===== src/logic/cpu_pkg.sv =====
// shared types for the 6801-subset core; modules refer to them as cpu_pkg::name
`default_nettype none

package cpu_pkg;

    // operand mux source
    typedef enum logic [3:0] {
        RMUX_A,
        RMUX_B,
        RMUX_D,
        RMUX_X,
        RMUX_S,
        RMUX_PC,
        RMUX_EA,
        RMUX_CC,
        RMUX_ONE,
        RMUX_ZERO,
        RMUX_MD
    } rmux_sel_e;

    // writeback destination
    typedef enum logic [3:0] {
        LD_NONE,
        LD_A,
        LD_B,
        LD_D,
        LD_X,
        LD_S,
        LD_MD,
        LD_EA,
        LD_CC,
        LD_PC
    } ld_sel_e;

    // flag update patterns
    typedef enum logic [4:0] {
        CC_NONE,
        CC_NZVC,
        CC_N0ZVC,
        CC_NZV,
        CC_Z,
        CC_C,
        CC_NZV0,
        CC_N0Z1V0C0,
        CC_NZV0C1,
        CC_NZV0C0,
        CC_HNZVC,
        CC_I0,
        CC_I1,
        CC_C0,
        CC_C1,
        CC_V0,
        CC_V1
    } cc_sel_e;

    typedef enum logic [1:0] {
        EA_PC,
        EA_S,
        EA_EA
    } ea_sel_e;

    typedef enum logic [1:0] {
        OPND_NONE,
        OPND_LD0,
        OPND_LD1
    } opnd_sel_e;

    typedef enum logic [2:0] {
        ALU_PASS,   // result is op1
        ALU_ADD,
        ALU_SUB,
        ALU_AND,
        ALU_INC
    } alu_op_e;

    // one micro-cycle of control
    typedef struct packed {
        rmux_sel_e rmux_sel;
        ld_sel_e   ld_sel;
        cc_sel_e   cc_sel;
        ea_sel_e   ea_sel;
        opnd_sel_e opnd_sel;
        alu_op_e   alu_op;
        logic      byte_op;   // flags from bit 7 instead of bit 15
        logic      fetch;     // din into md
        logic      md_shift;  // keep previous byte as md high
        logic      branch;    // sign-extend md low byte
        logic      brlatch;
        logic      inc_pc;
        logic      we;
        logic      op0inv;
    } ctrl_t;

    // accumulator group view, 80-FF
    typedef struct packed {
        logic       grp;
        logic       acc_b;
        logic [1:0] mode;     // imm, dir, idx, ext
        logic [3:0] op;
    } op_alu_t;

    // relative branch view, 20-2F
    typedef struct packed {
        logic [3:0] cls;
        logic [3:0] cond;
    } op_br_t;

    typedef union packed {
        op_alu_t alu;
        op_br_t  br;
    } opcode_u;

    typedef struct packed {
        logic h;
        logic i;
        logic n;
        logic z;
        logic v;
        logic c;
    } flags_t;

    typedef struct packed {
        logic [15:0] val;
        logic        h;
        logic [3:0]  nzvc;
    } alu_res_t;

    localparam logic [1:0] MODE_IMM = 2'b00;
    localparam logic [1:0] MODE_EXT = 2'b11;
    localparam logic [3:0] OP_SUB   = 4'h0;
    localparam logic [3:0] OP_AND   = 4'h4;
    localparam logic [3:0] OP_LDA   = 4'h6;
    localparam logic [3:0] OP_STA   = 4'h7;
    localparam logic [3:0] OP_ADD   = 4'hb;
    localparam logic [3:0] BR_CLASS = 4'h2;
    localparam logic [7:0] OPC_ABA  = 8'h1b;
    localparam logic [7:0] OPC_CLC  = 8'h0c;
    localparam logic [7:0] OPC_SEC  = 8'h0d;

endpackage

`default_nettype wire


===== src/logic/cpu_decode.sv =====
// micro-sequencer; turns the fetched opcode and step count into the per-cycle control word
`default_nettype none

module cpu_decode (
    input  logic             clk,
    input  logic             rst,
    input  logic             cen,
    input  logic [15:0]      md,
    input  logic             brok,
    output cpu_pkg::ctrl_t   ctrl,
    output cpu_pkg::alu_op_e alu_op
);

    logic [2:0]         step;
    logic               last;      // final cycle of this instruction
    cpu_pkg::opcode_u   ir;
    cpu_pkg::opcode_u   op;
    logic               is_br;
    logic               is_imm;
    logic               is_st;
    cpu_pkg::rmux_sel_e acc_rmux;
    cpu_pkg::ld_sel_e   acc_ld;
    cpu_pkg::alu_op_e   imm_alu;
    cpu_pkg::cc_sel_e   imm_cc;

    // opcode sits in md during step 1, in ir afterwards
    assign op = (step == 3'd1) ? md[7:0] : ir;

    assign is_br  = op.br.cls == cpu_pkg::BR_CLASS;
    assign is_imm = op.alu.grp && op.alu.mode == cpu_pkg::MODE_IMM &&
                    (op.alu.op inside {cpu_pkg::OP_SUB, cpu_pkg::OP_AND,
                                       cpu_pkg::OP_LDA, cpu_pkg::OP_ADD});
    assign is_st  = op.alu.grp && op.alu.mode == cpu_pkg::MODE_EXT &&
                    op.alu.op == cpu_pkg::OP_STA;

    assign acc_rmux = op.alu.acc_b ? cpu_pkg::RMUX_B : cpu_pkg::RMUX_A;
    assign acc_ld   = op.alu.acc_b ? cpu_pkg::LD_B : cpu_pkg::LD_A;

    always_comb begin
        case (op.alu.op)
            cpu_pkg::OP_SUB: begin
                imm_alu = cpu_pkg::ALU_SUB;
                imm_cc  = cpu_pkg::CC_NZVC;
            end
            cpu_pkg::OP_AND: begin
                imm_alu = cpu_pkg::ALU_AND;
                imm_cc  = cpu_pkg::CC_NZV0;
            end
            cpu_pkg::OP_ADD: begin
                imm_alu = cpu_pkg::ALU_ADD;
                imm_cc  = cpu_pkg::CC_HNZVC;
            end
            default: begin   // lda
                imm_alu = cpu_pkg::ALU_PASS;
                imm_cc  = cpu_pkg::CC_NZV0;
            end
        endcase
    end

    always_comb begin
        ctrl         = '0;
        ctrl.byte_op = 1'b1;
        last         = 1'b1;
        if (step == 3'd0) begin   // opcode fetch
            ctrl.fetch  = 1'b1;
            ctrl.inc_pc = 1'b1;
            last        = 1'b0;
        end else if (is_imm || op == cpu_pkg::OPC_ABA) begin   // aba carries the adda fields
            case (step)
                3'd1: begin
                    ctrl.fetch    = is_imm;   // immediate byte
                    ctrl.inc_pc   = is_imm;
                    ctrl.rmux_sel = acc_rmux;
                    ctrl.opnd_sel = cpu_pkg::OPND_LD0;
                    last          = 1'b0;
                end
                3'd2: begin
                    ctrl.rmux_sel = is_imm ? cpu_pkg::RMUX_MD : cpu_pkg::RMUX_B;
                    ctrl.opnd_sel = cpu_pkg::OPND_LD1;
                    last          = 1'b0;
                end
                default: begin
                    ctrl.ld_sel = acc_ld;
                    ctrl.alu_op = imm_alu;
                    ctrl.cc_sel = imm_cc;
                end
            endcase
        end else if (is_st) begin
            case (step)
                3'd1, 3'd2: begin   // address high, then low
                    ctrl.fetch    = 1'b1;
                    ctrl.md_shift = step == 3'd2;
                    ctrl.inc_pc   = 1'b1;
                    last          = 1'b0;
                end
                3'd3: begin
                    ctrl.rmux_sel = cpu_pkg::RMUX_MD;
                    ctrl.opnd_sel = cpu_pkg::OPND_LD1;
                    last          = 1'b0;
                end
                3'd4: begin
                    ctrl.ld_sel  = cpu_pkg::LD_EA;
                    ctrl.byte_op = 1'b0;
                    last         = 1'b0;
                end
                default: begin
                    ctrl.ea_sel   = cpu_pkg::EA_EA;
                    ctrl.rmux_sel = acc_rmux;   // selects dout
                    ctrl.we       = 1'b1;
                end
            endcase
        end else if (is_br) begin
            case (step)
                3'd1: begin
                    ctrl.brlatch = 1'b1;   // md still holds the opcode
                    ctrl.fetch   = 1'b1;
                    ctrl.inc_pc  = 1'b1;
                    last         = 1'b0;
                end
                3'd2: begin   // not taken ends here
                    ctrl.branch   = brok;
                    ctrl.rmux_sel = cpu_pkg::RMUX_PC;
                    ctrl.opnd_sel = brok ? cpu_pkg::OPND_LD0 : cpu_pkg::OPND_NONE;
                    last          = !brok;
                end
                3'd3: begin
                    ctrl.rmux_sel = cpu_pkg::RMUX_MD;
                    ctrl.opnd_sel = cpu_pkg::OPND_LD1;
                    last          = 1'b0;
                end
                default: begin
                    ctrl.alu_op  = cpu_pkg::ALU_ADD;
                    ctrl.byte_op = 1'b0;
                    ctrl.ld_sel  = cpu_pkg::LD_PC;
                end
            endcase
        end else if (op == cpu_pkg::OPC_CLC) begin
            ctrl.cc_sel = cpu_pkg::CC_C0;
        end else if (op == cpu_pkg::OPC_SEC) begin
            ctrl.cc_sel = cpu_pkg::CC_C1;
        end
    end

    assign alu_op = ctrl.alu_op;

    always_ff @(posedge clk, posedge rst) begin
        if (rst) begin
            step <= 3'd0;
            ir   <= '0;
        end else if (cen) begin
            step <= last ? 3'd0 : step + 3'd1;
            if (step == 3'd1) begin
                ir <= md[7:0];
            end
        end
    end

endmodule

`default_nettype wire


===== src/logic/cpu_alu.sv =====
// combinational execute stage; result and 6800-style flags for byte or word operations
`default_nettype none

module cpu_alu (
    input  logic [15:0]       op0,
    input  logic [15:0]       op1,
    input  cpu_pkg::alu_op_e  alu_op,
    input  logic              byte_op,
    output cpu_pkg::alu_res_t res
);

    logic [15:0] opb;    // second operand, one for inc
    logic [15:0] r;
    logic        sa;
    logic        sb;
    logic        sr;
    logic        zero;
    logic        hc;
    logic        v;
    logic        c;

    assign opb = (alu_op == cpu_pkg::ALU_INC) ? 16'd1 : op1;

    always_comb begin
        case (alu_op)
            cpu_pkg::ALU_ADD,
            cpu_pkg::ALU_INC: r = op0 + opb;
            cpu_pkg::ALU_SUB: r = op0 - opb;
            cpu_pkg::ALU_AND: r = op0 & opb;
            default:          r = opb;
        endcase
    end

    // sign bits at the selected width
    assign sa   = byte_op ? op0[7] : op0[15];
    assign sb   = byte_op ? opb[7] : opb[15];
    assign sr   = byte_op ? r[7] : r[15];
    assign zero = byte_op ? (r[7:0] == 8'd0) : (r == 16'd0);
    assign hc   = (op0[3] & opb[3]) | (opb[3] & ~r[3]) | (~r[3] & op0[3]);

    always_comb begin
        case (alu_op)
            cpu_pkg::ALU_ADD,
            cpu_pkg::ALU_INC: begin
                v = (sa & sb & ~sr) | (~sa & ~sb & sr);
                c = (sa & sb) | (sb & ~sr) | (~sr & sa);
            end
            cpu_pkg::ALU_SUB: begin
                v = (sa & ~sb & ~sr) | (~sa & sb & sr);
                c = (~sa & sb) | (sb & sr) | (sr & ~sa);   // borrow
            end
            default: begin
                v = 1'b0;
                c = 1'b0;
            end
        endcase
    end

    assign res = '{val: r, h: hc, nzvc: {sr, zero, v, c}};

endmodule

`default_nettype wire


===== src/logic/cpu_regs.sv =====
// register file and writeback; operand latches, flag updates and branch condition latch
`default_nettype none

module cpu_regs (
    input  logic              clk,
    input  logic              rst,
    input  logic              cen,
    input  cpu_pkg::ctrl_t    ctrl,
    input  logic [7:0]        din,
    input  cpu_pkg::alu_res_t res,
    output logic [15:0]       md,
    output logic [15:0]       op0,
    output logic [15:0]       op1,
    output logic [15:0]       addr,
    output logic [7:0]        dout,
    output logic              brok
);

    logic [7:0]       a;
    logic [7:0]       b;
    logic [15:0]      x;
    logic [15:0]      s;
    logic [15:0]      pc;
    logic [15:0]      ea;
    logic [15:0]      rmux;
    cpu_pkg::flags_t  flags;

    always_comb begin
        case (ctrl.rmux_sel)
            cpu_pkg::RMUX_A:    rmux = {8'd0, a};
            cpu_pkg::RMUX_B:    rmux = {8'd0, b};
            cpu_pkg::RMUX_D:    rmux = {a, b};
            cpu_pkg::RMUX_X:    rmux = x;
            cpu_pkg::RMUX_S:    rmux = s;
            cpu_pkg::RMUX_PC:   rmux = pc;
            cpu_pkg::RMUX_EA:   rmux = ea;
            cpu_pkg::RMUX_CC:   rmux = {8'd0, 2'b11, flags};
            cpu_pkg::RMUX_ONE:  rmux = 16'd1;
            cpu_pkg::RMUX_ZERO: rmux = 16'd0;
            default:            rmux = md;
        endcase
    end

    always_comb begin
        case (ctrl.ea_sel)
            cpu_pkg::EA_S:  addr = s;
            cpu_pkg::EA_EA: addr = ea;
            default:        addr = pc;
        endcase
    end

    assign dout = (ctrl.rmux_sel == cpu_pkg::RMUX_B) ? b : a;

    always_ff @(posedge clk, posedge rst) begin
        if (rst) begin
            a     <= 8'd0;
            b     <= 8'd0;
            x     <= 16'd0;
            s     <= 16'd0;
            pc    <= 16'd0;   // no reset vector in this core
            ea    <= 16'd0;
            md    <= 16'd0;
            op0   <= 16'd0;
            op1   <= 16'd0;
            flags <= '{h: 1'b0, i: 1'b1, n: 1'b0, z: 1'b0, v: 1'b0, c: 1'b0};
        end else if (cen) begin
            if (ctrl.fetch) begin
                md[7:0]  <= din;
                md[15:8] <= ctrl.md_shift ? md[7:0] : 8'd0;
            end
            if (ctrl.branch) begin
                md[15:8] <= {8{md[7]}};   // relative offset
            end
            case (ctrl.opnd_sel)
                cpu_pkg::OPND_LD0: op0 <= {16{ctrl.op0inv}} ^ rmux;
                cpu_pkg::OPND_LD1: op1 <= rmux;
                default: ;
            endcase
            case (ctrl.cc_sel)
                cpu_pkg::CC_NZVC:     {flags.n, flags.z, flags.v, flags.c} <= res.nzvc;
                cpu_pkg::CC_N0ZVC:    {flags.n, flags.z, flags.v, flags.c} <=
                                      {1'b0, res.nzvc[2:0]};
                cpu_pkg::CC_NZV:      {flags.n, flags.z, flags.v} <= res.nzvc[3:1];
                cpu_pkg::CC_Z:        flags.z <= res.nzvc[2];
                cpu_pkg::CC_C:        flags.c <= res.nzvc[0];
                cpu_pkg::CC_NZV0:     {flags.n, flags.z, flags.v} <= {res.nzvc[3:2], 1'b0};
                cpu_pkg::CC_N0Z1V0C0: {flags.n, flags.z, flags.v, flags.c} <= 4'b0100;
                cpu_pkg::CC_NZV0C1:   {flags.n, flags.z, flags.v, flags.c} <=
                                      {res.nzvc[3:2], 2'b01};
                cpu_pkg::CC_NZV0C0:   {flags.n, flags.z, flags.v, flags.c} <=
                                      {res.nzvc[3:2], 2'b00};
                cpu_pkg::CC_HNZVC:    {flags.h, flags.n, flags.z, flags.v, flags.c} <=
                                      {res.h, res.nzvc};
                cpu_pkg::CC_I0:       flags.i <= 1'b0;
                cpu_pkg::CC_I1:       flags.i <= 1'b1;
                cpu_pkg::CC_C0:       flags.c <= 1'b0;
                cpu_pkg::CC_C1:       flags.c <= 1'b1;
                cpu_pkg::CC_V0:       flags.v <= 1'b0;
                cpu_pkg::CC_V1:       flags.v <= 1'b1;
                default: ;
            endcase
            case (ctrl.ld_sel)
                cpu_pkg::LD_A:  a <= res.val[7:0];
                cpu_pkg::LD_B:  b <= res.val[7:0];
                cpu_pkg::LD_D:  {a, b} <= res.val;
                cpu_pkg::LD_X:  x <= res.val;
                cpu_pkg::LD_S:  s <= res.val;
                cpu_pkg::LD_MD: md <= res.val;
                cpu_pkg::LD_EA: ea <= res.val;
                cpu_pkg::LD_CC: flags <= res.val[5:0];
                cpu_pkg::LD_PC: pc <= res.val;
                default: ;
            endcase
            if (ctrl.inc_pc) begin
                pc <= pc + 16'd1;
            end
        end
    end

    // condition code taken from the opcode still held in md
    always_ff @(posedge clk, posedge rst) begin
        if (rst) begin
            brok <= 1'b0;
        end else if (cen && ctrl.brlatch) begin
            case (md[3:0])
                4'h0: brok <= 1'b1;                                 // bra
                4'h1: brok <= 1'b0;                                 // brn
                4'h2: brok <= !(flags.c | flags.z);                 // bhi
                4'h3: brok <= flags.c | flags.z;                    // bls
                4'h4: brok <= !flags.c;                             // bcc
                4'h5: brok <= flags.c;                              // bcs
                4'h6: brok <= !flags.z;                             // bne
                4'h7: brok <= flags.z;                              // beq
                4'h8: brok <= !flags.v;                             // bvc
                4'h9: brok <= flags.v;                              // bvs
                4'ha: brok <= !flags.n;                             // bpl
                4'hb: brok <= flags.n;                              // bmi
                4'hc: brok <= !(flags.n ^ flags.v);                 // bge
                4'hd: brok <= flags.n ^ flags.v;                    // blt
                4'he: brok <= !(flags.z | (flags.n ^ flags.v));     // bgt
                default: brok <= flags.z | (flags.n ^ flags.v);     // ble
            endcase
        end
    end

endmodule

`default_nettype wire


===== src/logic/cpu_top.sv =====
// core top level; connects decoder, ALU and register file to the external byte bus
`default_nettype none

module cpu_top (
    input  logic        clk,
    input  logic        rst,
    input  logic        cen,
    input  logic [7:0]  din,
    output logic [15:0] addr,
    output logic [7:0]  dout,
    output logic        we
);

    cpu_pkg::ctrl_t    ctrl;
    cpu_pkg::alu_op_e  alu_op;
    cpu_pkg::alu_res_t res;
    logic [15:0]       md;
    logic [15:0]       op0;
    logic [15:0]       op1;
    logic              brok;

    assign we = ctrl.we;   // memory qualifies with cen

    cpu_decode cpu_decode_inst (
        .clk    (clk),
        .rst    (rst),
        .cen    (cen),
        .md     (md),
        .brok   (brok),
        .ctrl   (ctrl),
        .alu_op (alu_op)
    );

    cpu_alu cpu_alu_inst (
        .op0     (op0),
        .op1     (op1),
        .alu_op  (alu_op),
        .byte_op (ctrl.byte_op),
        .res     (res)
    );

    cpu_regs cpu_regs_inst (
        .clk  (clk),
        .rst  (rst),
        .cen  (cen),
        .ctrl (ctrl),
        .din  (din),
        .res  (res),
        .md   (md),
        .op0  (op0),
        .op1  (op1),
        .addr (addr),
        .dout (dout),
        .brok (brok)
    );

endmodule

`default_nettype wire


===== config.mk =====
export PLATFORM = sky130hd
export DESIGN_NAME = cpu_top
export DESIGN_NICKNAME = d
export VERILOG_FILES = /design/src/logic/cpu_pkg.sv /design/src/logic/cpu_decode.sv /design/src/logic/cpu_alu.sv /design/src/logic/cpu_regs.sv /design/src/logic/cpu_top.sv
export SDC_FILE = /design/constraint.sdc
export NUM_CORES = 1
export LEC_CHECK = 0
export BUFFER_PORTS_ARGS = -buffer_cell sky130_fd_sc_hd__buf_2
export CORE_MARGIN = 1.5
export CORE_UTILIZATION = 49
export DETAILED_ROUTE_END_ITERATION = 12
export HOLD_SLACK_MARGIN = 0.12
export PLACE_DENSITY = 0.7
export SYNTH_ARGS = -nofsm -noshare
export SYNTH_HDL_FRONTEND = slang
export SYNTH_SLANG_ARGS = --single-unit

===== constraint.sdc =====
create_clock -name clk -period 8.5 [get_ports clk]
set_input_delay 0.85 -clock clk [delete_from_list [all_inputs] [get_ports clk]]
set_output_delay 0.85 -clock clk [all_outputs]
set_load 0.005 [all_outputs]

Word-level counts from Yosys, hierarchy flattened --
Cells that the tools add are included.
Storage, ports and cells: latch bits 0, flip-flop bits (word level) 146, output and inout bits 25, RAM bits 0, memory bits (read-only) 0, word-level logic and storage cells 275, memories 0, input bits 11
Cells by class: multipliers 0, bitwise logic cells 31, shifts and indexed selects 0, reductions and logical operators 63, $add $sub $neg 4, equality and inequality tests 69, mux-type cells 89, order comparisons 0, divide/modulo/power cells 0
Operators by type and width (number):
- $pmux 16 s10 | 1
- $mux 16 | 5
- $eq 4x3->1 const B | 15
- $eq 4x4->1 const B | 12
- $mux 8 | 6
- $pmux 16 s3 | 1
- $eq 5x4->1 const B | 8
- $pmux 16 s2 | 1
- $pmux 4 s2 | 4
- $reduce_and 2->1 | 16
- $eq 4x2->1 const B | 7
- $mux 1 | 28
- $mux 2 | 12
- $mux 21 | 1
- $eq 5x3->1 const B | 4
- $mux 3 | 6
- $add 16x1->16 const B | 1
- $add 16x16->16 | 1
- $and 16x16->16 | 1
- $eq 8x4->1 const B | 2
- $logic_not 16->1 | 1
- $mux 4 | 4
- $pmux 8 s2 | 1
- $sub 16x16->16 | 1
- 41 further kinds | 117

Depth between registers and ports, before layout --
Gate-level depths: netlist (run 1).
word-level depth 21, mapped depth 24, gate-level depth less buffers 21

By module --
A second synthesis (run 1) with hierarchy kept.
Unflattened totals: cells, all modules 1292, area, all modules 10998.0 sq um
By module, submodules not included:
- cpu_regs | cells an instance 824, times used 1, sequential area each 3379.5 sq um, area an instance 7737.4 sq um
- cpu_alu | cells an instance 303, times used 1, sequential area each 0.0 sq um, area an instance 1925.6 sq um
- cpu_decode | cells an instance 165, times used 1, sequential area each 275.3 sq um, area an instance 1335.0 sq um

Worst setup path after synthesis (run 1) --
Ideal clock, no wire load.
path kind register -> register, start point register cpu_decode_inst.step[1], end point register cpu_regs_inst.pc[13], buffers on the path 3, setup slack 3.133 ns, data arrival time 5.267 ns, required time 8.401 ns, stages on the path, launching flop included 25, path through dfrtp_1 > inv_1 > ha_1 > and2b_1 > buf_4 > mux2i_1 > nand3_1 > a211oi_4 > o21ai_0 > nor2b_1 > ha_1 > clkbuf_1 > clkbuf_1 > a21oi_1 > xnor2_1 > ha_1 > or3_1 > a21oi_1 > a211oi_1 > o31a_1 > or3_1 > a31oi_1 > xnor2_1 > a221oi_1 > a311oi_1
Between the ends: cells in the longest elaborated chain, start to end 14, elaborated cells on any way between the ends 59
RTL lines:
- start: declaration | line cpu_decode.sv:14 | logic [2:0] step;
- start signal: assignment | line cpu_decode.sv:151 | step <= last ? 3'd0 : step + 3'd1;
- $eq 3x1->1
- $mux 8
- $eq 4x3->1 (tied with other cells) | line cpu_decode.sv:31, cpu_decode.sv:40
- $reduce_bool 4->1 (tied with other cells) | line cpu_decode.sv:31 | (op.alu.op inside {cpu_pkg::OP_SUB, cpu_pkg::OP_AND,
- $logic_and 1x1->1 (on tied branches) | line cpu_decode.sv:30, cpu_decode.sv:33
- $logic_or 1x1->1 or $mux 3 (tied branches) | line cpu_decode.sv:68, cpu_decode.sv:88
- $mux 5 | line cpu_decode.sv:68 | end else if (is_imm || op == cpu_pkg::OPC_ABA) begin
- $mux 21 | line cpu_decode.sv:64 | if (step == 3'd0) begin
- $eq 3x3->1 | line cpu_alu.sv:22, cpu_alu.sv:25
- $mux 16 | line cpu_alu.sv:22 | assign opb = (alu_op == cpu_pkg::ALU_INC) ? 16'd1 : op1;
- $sub 16x16->16 (tied with other cells) | line cpu_alu.sv:28 | cpu_pkg::ALU_SUB: r = op0 - opb;
- $pmux 16 s3 | line cpu_alu.sv:25 | case (alu_op)
- $mux 16 | line cpu_regs.sv:102 | case (ctrl.ld_sel)
- $mux 16 | line cpu_regs.sv:114 | if (ctrl.inc_pc) begin
- end signal: assignment | line cpu_regs.sv:111 | cpu_pkg::LD_PC: pc <= res.val;
- end signal: assignment | line cpu_regs.sv:115 | pc <= pc + 16'd1;
- end: declaration | line cpu_regs.sv:23 | logic [15:0] pc;
Several ways; a longest one is shown, not always the timed one. The select of a mux whose other input is x is not followed. A chain may end at the register's enable or synchronous reset.

Worst setup path after layout (run 1) --
start point register cpu_decode_inst.step[1], end point register cpu_regs_inst.flags[1] (netlist name)
Between the ends: cells in the longest elaborated chain, start to end 19, elaborated cells on any way between the ends 91
RTL lines:
- $eq 3x1->1 | line cpu_decode.sv:27, cpu_decode.sv:69, cpu_decode.sv:113
- $mux 8
- $eq 4x3->1 (tied with other cells) | line cpu_decode.sv:31, cpu_decode.sv:40
- $reduce_bool 4->1 (tied with other cells) | line cpu_decode.sv:31
- $logic_and 1x1->1 (on tied branches) | line cpu_decode.sv:30, cpu_decode.sv:33
- $logic_or 1x1->1 or $mux 3 (tied branches) | line cpu_decode.sv:68, cpu_decode.sv:88
- $mux 5 | line cpu_decode.sv:68
- $mux 21 * | line cpu_decode.sv:64
- (+3 left out)
- $pmux 16 s3 | line cpu_alu.sv:25
- $mux 1 | line cpu_alu.sv:37 | assign sr = byte_op ? r[7] : r[15];
- $not 1->1 | line cpu_alu.sv:45, cpu_alu.sv:49
- $and 1x1->1 (on tied branches) | line cpu_alu.sv:49, cpu_alu.sv:45
- $or 1x1->1 (on tied branches) | line cpu_alu.sv:49, cpu_alu.sv:45
- $pmux 1 s2 | line cpu_alu.sv:42 | case (alu_op)
- $pmux 1 s3 | line cpu_regs.sv:79 | case (ctrl.cc_sel)
- $mux 6 | line cpu_regs.sv:102
- end signal: assignment | line cpu_regs.sv:65 | flags <= '{h: 1'b0, i: 1'b1, n: 1'b0, z: 1'b0, v: 1'b0, c: 1'b0};
- end signal: assignment | line cpu_regs.sv:110 | cpu_pkg::LD_CC: flags <= res.val[5:0];
- end: declaration | line cpu_regs.sv:26 | cpu_pkg::flags_t flags;
Every way passes the cells marked *; elsewhere a longest branch is shown, timed or not.

==> results of run 1 <==
==> cell type report <==
cell class	instances	area (um2)	share of cell area
repair buffers	44	242.7	0.03034
inverters	37	141.4	0.01767
clock buffers	10	229.0	0.02862
multi-input cells	667	4300	0.5375
clock inverters	4	55.05	0.006880
well taps	184	230.2	0.02877
flip-flops and latches	112	2803	0.3503
==> per-layer routing <==
| metal | up-vias | global-route usage |
|---|---|---|
| met3 | 31 | 0.05268 |
| met2 | 190 | 0.4147 |
| met5 | - | 0 |
| met1 | 3217 | 0.3793 |
| li1 | 3126 | - |
| met4 | 0 | 0.07302 |
==> through the flow <==
step	setup slack (ns)	cell area (um2)	power [mW]	std cells	util
detailed placement	2.380	7717	2.931	1044	0.5270
CTS	2.381	8001	3.379	1058	0.5464
global route	1.780	8001	3.689	1058	0.5464
global placement	2.605	7717	2.915	1044	0.5270
floorplan	3.133	7420	2.469	862	-
finish	2.334	8001	3.406	1058	0.5464
==> worst reg2reg max path, stage by stage, from the launching register on <==
cell and delay [ns]:
dfrtp_1 0.41, inv_1 0.10, ha_1 0.27, and2b_1 0.40
mux2i_1 0.47, nand3_1 0.20, a211oi_4 0.40, o21ai_0 0.21
nor2b_1 0.24, ha_1 0.63, a21oi_1 0.12, xnor2_1 0.16
ha_1 0.38, o211ai_1 0.12, a21o_1 0.21, a211oi_1 0.33
nor2_1 0.12, a21oi_1 0.28, xnor2_1 0.11, a221oi_1 0.55
mux2i_1 0.16, o21a_1 0.19
==> logic make-up (layout without fill, tap and decap cells) <==
logic type                 Yosys count  count (layout)  share of synthesized area
adders and majority gates           29              29                    0.04992
xor gates and xnor gates            28              28                    0.03305
AOI/OAI and AO/OA                  282             282                     0.2379
muxes                               58              58                    0.08550
and+or+nand+nor                    270             270                     0.1707
buffers and inverters               83              95                    0.04520
DFF                                112             112                     0.3777
==> final timing paths <==
check | from | endpoint | slack (ns) | depth (start not counted)
max in group asynchronous | rst | cpu_regs_inst.ea[15] | 6.68 | 3
min in group asynchronous | rst | cpu_decode_inst.ir[7] | 0.54 | 2
hold reg to reg | cpu_regs_inst.ea[7] | cpu_regs_inst.ea[7] | 0.49 | 2
setup / recovery | cpu_decode_inst.step[1] | cpu_regs_inst.flags[1] | 2.33 | 21
setup reg to reg | cpu_decode_inst.step[1] | cpu_regs_inst.flags[1] | 2.33 | 21
hold / removal | cpu_regs_inst.ea[7] | cpu_regs_inst.ea[7] | 0.49 | 2
==> sequential cells by signal (all words and copies together) (netlist names) <==
name                  flops
cpu_regs_inst.op1        16
cpu_regs_inst.ea         16
cpu_regs_inst.md         16
cpu_decode_inst.ir        8
cpu_regs_inst.pc         16
cpu_regs_inst.a           8
cpu_decode_inst.step      3
cpu_regs_inst.brok        1
cpu_regs_inst.op0        16
cpu_regs_inst.b           8
cpu_regs_inst.flags       4
==> power breakdown <==
group / switching, mW / internal (mW)
clock: 0.203 / 0.228
sequential: 0.226 / 0.689
combinational: 1.18 / 0.874
total: 1.61 / 1.79
==> cells in the final DEF (no fill, tap or decap), types with 4 or more instances in the layout <==
cell type / count
a21o_1: 16
a21oi_1: 97
a221o_1: 6
a221oi_1: 4
a22o_1: 9
a22oi_1: 17
a31oi_1: 10
and3_1: 9
buf_2: 35
buf_4: 9
clkbuf_16: 9
dfrtp_1: 112
ha_1: 28
inv_1: 36
mux2_1: 5
mux2_2: 38
mux2i_1: 15
nand2_1: 99
nand2b_1: 7
nand3_1: 16
nand3b_1: 4
nand4_1: 7
nor2_1: 77
nor2b_1: 7
nor3_1: 12
o211ai_1: 4
o21a_1: 6
o21ai_0: 69
o22ai_1: 8
o31ai_1: 7
or2_2: 5
or3_1: 4
xnor2_1: 23
xor2_1: 5
==> Yosys cell counts, types with 8 or more instances <==
cell / instances / share of area
nand2_1: 99 / 0.050
xnor2_1: 23 / 0.027
buf_2: 10 / 0.0067
inv_1: 37 / 0.019
ha_1: 28 / 0.047
and3_1: 9 / 0.0076
o21ai_0: 69 / 0.047
a22oi_1: 17 / 0.017
mux2_2: 38 / 0.058
mux2i_1: 15 / 0.020
a31oi_1: 10 / 0.0084
o22ai_1: 8 / 0.0067
nor2_1: 77 / 0.039
clkbuf_1: 32 / 0.016
a21o_1: 16 / 0.016
nor3_1: 12 / 0.0081
a22o_1: 9 / 0.011
dfrtp_1: 112 / 0.38
nand3_1: 16 / 0.011
a21oi_1: 97 / 0.065
==> impl_results.rst, run 1 <==
.. list-table::
   :header-rows: 1

   * - Metric
     - Value
   * - Worst Hold Margin
     - 0.4856 ns
   * - Number of instances in the synthesized netlist
     - 862
   * - Net Count, Synth
     - 902
   * - Root Driver
     - clkbuf_16
   * - Max stage delay cell, worst path
     - ha_1
   * - Fraction of layout instances using a drive strength above 1
     - 0.1281
   * - Setup repair after global routing missed its margin
     - false
   * - Violation count after the first detailed-route iteration
     - 605
   * - Largest stage delay, worst path
     - 0.63 ns
   * - Share of async-settable or async-resettable flops after synthesis
     - 1.000
   * - First-pass detailed-route iteration total
     - 5
   * - Met3 wire length
     - 1140 um
   * - Clock network latency to the later pin of the worst-skew pair
     - 0.37 ns
   * - Wire length on met2
     - 9532 um
   * - Top cell family by delay on the critical path
     - compound AO/OA/AOI/OAI gates
   * - Post-route clock period utilization
     - 0.7254
   * - DIE WIDTH
     - 126.1 um
   * - Filler Cell Count
     - 1,366
   * - Sum of routed wire length over all layers
     - 20,550 um
   * - Residual overflow from global routing
     - 0
   * - Number of unique standard cell types used by synthesis
     - 71
   * - Status
     - completed
   * - Buffers from clock root to sink, at most
     - 2
   * - Critical Path, Cell by Cell
     - inv_1 -> ha_1 -> and2b_1 -> mux2i_1 -> nand3_1 -> a211oi_4 -> o21ai_0 -> nor2b_1 -> ha_1 -> a21oi_1 -> xnor2_1 -> ha_1 -> o211ai_1 -> a21o_1 -> a211oi_1 -> nor2_1 -> a21oi_1 -> xnor2_1 -> a221oi_1 -> mux2i_1 -> o21a_1
   * - CTS H-Tree Depth
     - 3
   * - Max Clock Freq
     - 0.1622 GHz
   * - Part of the Yosys area used for sequential elements
     - 0.3777
   * - Number of synthesized flops with an enable pin
     - 0
   * - Cell with the most instances on the worst path
     - ha_1
   * - DIE AREA
     - 15,890 um2
   * - Post-cts gate resize count
     - 0
   * - Highest routed layer
     - met4
   * - Port buffer count
     - 35
   * - Number of endpoints failing setup at the final stage
     - 0
   * - Postcts setup bufs
     - 0
   * - Synthesis-stage register bit count
     - 112
   * - Global-route wire length before repair
     - 32,990 um
   * - Max Cap Violations
     - 0
   * - Power Density
     - 425.6 nW/um2
   * - Critical path peak fanout
     - 19
   * - Minimum period implied by the final worst setup slack
     - 6.166 ns
   * - Crit path required time
     - 8.76 ns
   * - Clock-pin slew on the worst setup and hold paths
     - 0.07 ns
   * - Total CTS buffers
     - 9
   * - Final Max Tran Viols
     - 0
   * - Classification of the worst-slack hold path
     - register to register
   * - Count of warnings emitted by yosys
     - 0
   * - Relative slew slack
     - 0.2880
   * - Initial Utilization
     - 0.5067
   * - Most used DFF post-synth
     - dfrtp_1
   * - Post-detail-place hpwl
     - 14,840 um
   * - Sinks on Clock Net
     - 112
   * - Die Ht
     - 126.1 um
   * - Combined area of all synthesized cells
     - 7420 um2
   * - Worst Skew
     - 0.01089 ns
   * - Total Negative Setup Slacks
     - 0 ns
   * - Pin count of the biggest net entering global routing
     - 68
   * - Average wire length per cell after detail routing
     - 19.43 um
   * - Area added between synthesis and finish
     - 7.841%
   * - Via count of the first global-routing pass
     - 6,047
   * - Overall via count from detail_route
     - 6,564
   * - Count of nets after finishing
     - 911
   * - CTS tree
     - done
   * - Io pins
     - 36
   * - Antenna violations before repair
     - 0
   * - Hold-fix buffers, CTS
     - 0
   * - Worst VDD drop
     - 207.4 uV
   * - Placement Rows
     - 44
   * - Static Leak
     - 3.491 nW
   * - Sum of buffers and inverters on the critical path
     - 1
   * - Number of diodes
     - 0
   * - Remaining antenna violation count
     - 0
   * - Number of vias per cell
     - 6.204
   * - Final estimated routing congestion in global placement
     - 0.9550
   * - Nature of the critical path startpoint
     - register
   * - Count of endpoints failing hold in the final timing report
     - 0
   * - Number of DRC violations after detailed routing
     - 0
   * - Synthesized area per cell
     - 8.607 um2
   * - Met1 wire length
     - 9487 um
   * - Core area
     - 14,640 um2
   * - Critical Setup Path Class
     - register to register
   * - Critical Path End Type
     - register
   * - Global-route usage over all layers
     - 0.2660
   * - Data arrival time at the worst-slack endpoint
     - 6.43 ns
   * - Slew of the pin with the lowest slew margin
     - 1.065 ns
Power figures use the tool's default switching activity.
==> inputs of run 2 (changes only) <==
- clock period: 8.5 -> 6.1 ns (I/O delays scaled with it)
==> run 2 against run 1 <==
Against the previous run:
- first-iteration DRC count is 12% higher
- highest routed layer unchanged
- clock skew is 0.0028 ns higher
- sequential cell count stayed put
- setup slack worse by 1.9 ns
- clock power is 42% higher
- wire length is 0.24% lower
- combinational power is 43% higher
- largest cell class unchanged
- global-route usage is 0.11 points higher
- core utilization is 0.54 points higher
- die area stayed put
- critical path type unchanged
==> impl_results.rst, run 2 (synthesis results as in run 1) <==
.. list-table::
   :header-rows: 1

   * - Metric
     - Value
   * - Status
     - completed
   * - Post-detail-place hpwl
     - 14,920 um
   * - Power Density
     - 596.3 nW/um2
   * - Residual overflow from global routing
     - 0
   * - Classification of the worst-slack hold path
     - input port to async pin
   * - Non-Filler Cell Area, Final
     - 8080 um2
   * - Number of vias per cell
     - 6.154
   * - Clock network latency to the later pin of the worst-skew pair
     - 0.37 ns
   * - Final Max Tran Viols
     - 0
   * - Data arrival time at the worst-slack endpoint
     - 5.91 ns
   * - Static Leak
     - 3.533 nW
   * - Buffers from clock root to sink, at most
     - 2
   * - CTS H-Tree Depth
     - 3
   * - Worst Hold Margin
     - 0.3163 ns
   * - Crit path required time
     - 6.38 ns
   * - Nature of the critical path startpoint
     - register
   * - Via count of the first global-routing pass
     - 6,173
   * - Wire length on met2
     - 9407 um
   * - Violation count after the first detailed-route iteration
     - 678
   * - Remaining antenna violation count
     - 0
   * - Instance count after placement with tap cells included
     - 1,050
   * - Critical Path, Cell by Cell
     - inv_1 -> ha_1 -> and2b_2 -> mux2i_2 -> nand3_1 -> a211oi_4 -> o21ai_0 -> nor2b_1 -> ha_1 -> a21oi_1 -> xnor2_1 -> ha_1 -> or3_1 -> a21oi_1 -> a211oi_1 -> o31a_1 -> or3_1 -> a31oi_1 -> xnor2_1 -> a221oi_1 -> a311oi_1
   * - Number of endpoints failing setup at the final stage
     - 0
   * - Sum of buffers and inverters on the critical path
     - 1
   * - Clock-pin slew on the worst setup and hold paths
     - 0.08 ns
   * - Leading cell types in the layout, fill and taps excluded
     - dfrtp_1 (112), nand2_1 (99), a21oi_1 (97)
   * - Number of diodes
     - 0
   * - Post-cts gate resize count
     - 0
   * - Io pins
     - 36
   * - Relative slew slack
     - 0.3390
   * - Initial Utilization
     - 0.5067
   * - Critical Setup Path Class
     - register to register
   * - Postcts setup bufs
     - 0
   * - Global-route wire length before repair
     - 33,340 um
   * - Top cell family by delay on the critical path
     - compound AO/OA/AOI/OAI gates
   * - Sum of routed wire length over all layers
     - 20,500 um
   * - Total Negative Setup Slacks
     - 0 ns
   * - Max Clock Freq
     - 0.1774 GHz
   * - Met3 wire length
     - 1394 um
   * - DIE AREA
     - 15,890 um2
   * - Minimum period implied by the final worst setup slack
     - 5.636 ns
   * - Setup repair after global routing missed its margin
     - false
   * - Total CTS buffers
     - 9
   * - Worst VDD drop
     - 295.5 uV
   * - Max Cap Violations
     - 0
   * - DIE WIDTH
     - 126.1 um
   * - Global-route usage over all layers
     - 0.2671
   * - Core area
     - 14,640 um2
   * - Fraction of layout instances using a drive strength above 1
     - 0.1417
   * - Most common library cell in the layout ignoring fill and taps
     - dfrtp_1
   * - Average wire length per cell after detail routing
     - 19.23 um
   * - Final estimated routing congestion in global placement
     - 0.9359
   * - Core utilization of the finished layout
     - 0.5518
   * - Count of endpoints failing hold in the final timing report
     - 0
   * - Overall via count from detail_route
     - 6,560
   * - Highest routed layer
     - met4
   * - Cell with the most instances on the worst path
     - ha_1
   * - Critical Path End Type
     - register
   * - Max stage delay cell, worst path
     - dfrtp_1
   * - Placement Rows
     - 44
   * - Root Driver
     - clkbuf_16
   * - Antenna violations before repair
     - 0
   * - Die Ht
     - 126.1 um
   * - Pin count of the biggest net entering global routing
     - 64
   * - Met1 wire length
     - 9164 um
   * - Placed inst area
     - 7762 um2
   * - Critical path peak fanout
     - 11
   * - Sinks on Clock Net
     - 112
   * - Slew of the pin with the lowest slew margin
     - 0.9879 ns
   * - Port buffer count
     - 35
   * - Worst Skew
     - 0.01367 ns
   * - Post-route clock period utilization
     - 0.9240
   * - CTS tree
     - done
   * - Largest stage delay, worst path
     - 0.40 ns
   * - Count of nets after finishing
     - 917
   * - Hold-fix buffers, CTS
     - 0
   * - Number of DRC violations after detailed routing
     - 0
   * - Number of standard cells in the final layout excluding fillers
     - 1,066
   * - Area added between synthesis and finish
     - 8.904%
   * - First-pass detailed-route iteration total
     - 5
==> run 2: layout make-up <==
cell class / count / area (um2)
fill: 1374 / 6564
multi-input combinational: 667 / 4315
sequential: 112 / 2803
timing repair buffer: 50 / 287.8
clock buffer: 11 / 252.7
tap: 184 / 230.2
inverter: 37 / 141.4
clock inverter: 5 / 50.05
==> run 2: metrics by stage <==
step	power, mW	setup slack, ns
after CTS	4.756	0.2998
after floorplan	3.441	0.7333
final	4.818	0.4638
after global placement	4.084	0.5213
after global routing	5.194	0.04438
after detailed placement	4.123	0.3217
==> run 2: routing by layer <==
| metal | track usage | vias up |
|---|---|---|
| li1 | - | 3121 |
| met1 | 0.3682 | 3149 |
| met2 | 0.4182 | 252 |
| met3 | 0.05565 | 38 |
| met4 | 0.09533 | 0 |
| met5 | 0 | - |
==> run 2: final timing paths <==
kind	slack, ns	start	to	cells after the start
worst max-delay path	0.46	cpu_decode_inst.step[1]	cpu_regs_inst.pc[13]	21
worst min-delay path	0.32	rst	cpu_regs_inst.md[3]	2
worst max register to register	0.46	cpu_decode_inst.step[1]	cpu_regs_inst.pc[13]	21
worst min register to register	0.49	cpu_regs_inst.ea[15]	cpu_regs_inst.ea[15]	2
max in group asynchronous	4.54	rst	cpu_regs_inst.pc[4]	3
min in group clk	0.47	din[5]	cpu_regs_inst.md[5]	2
==> run 2: power by group <==
part           total (mW)  internal [mW]  switching, mW
combinational        2.94           1.25           1.69
sequential           1.26          0.960          0.304
clock               0.611          0.308          0.303
total                4.82           2.52           2.30
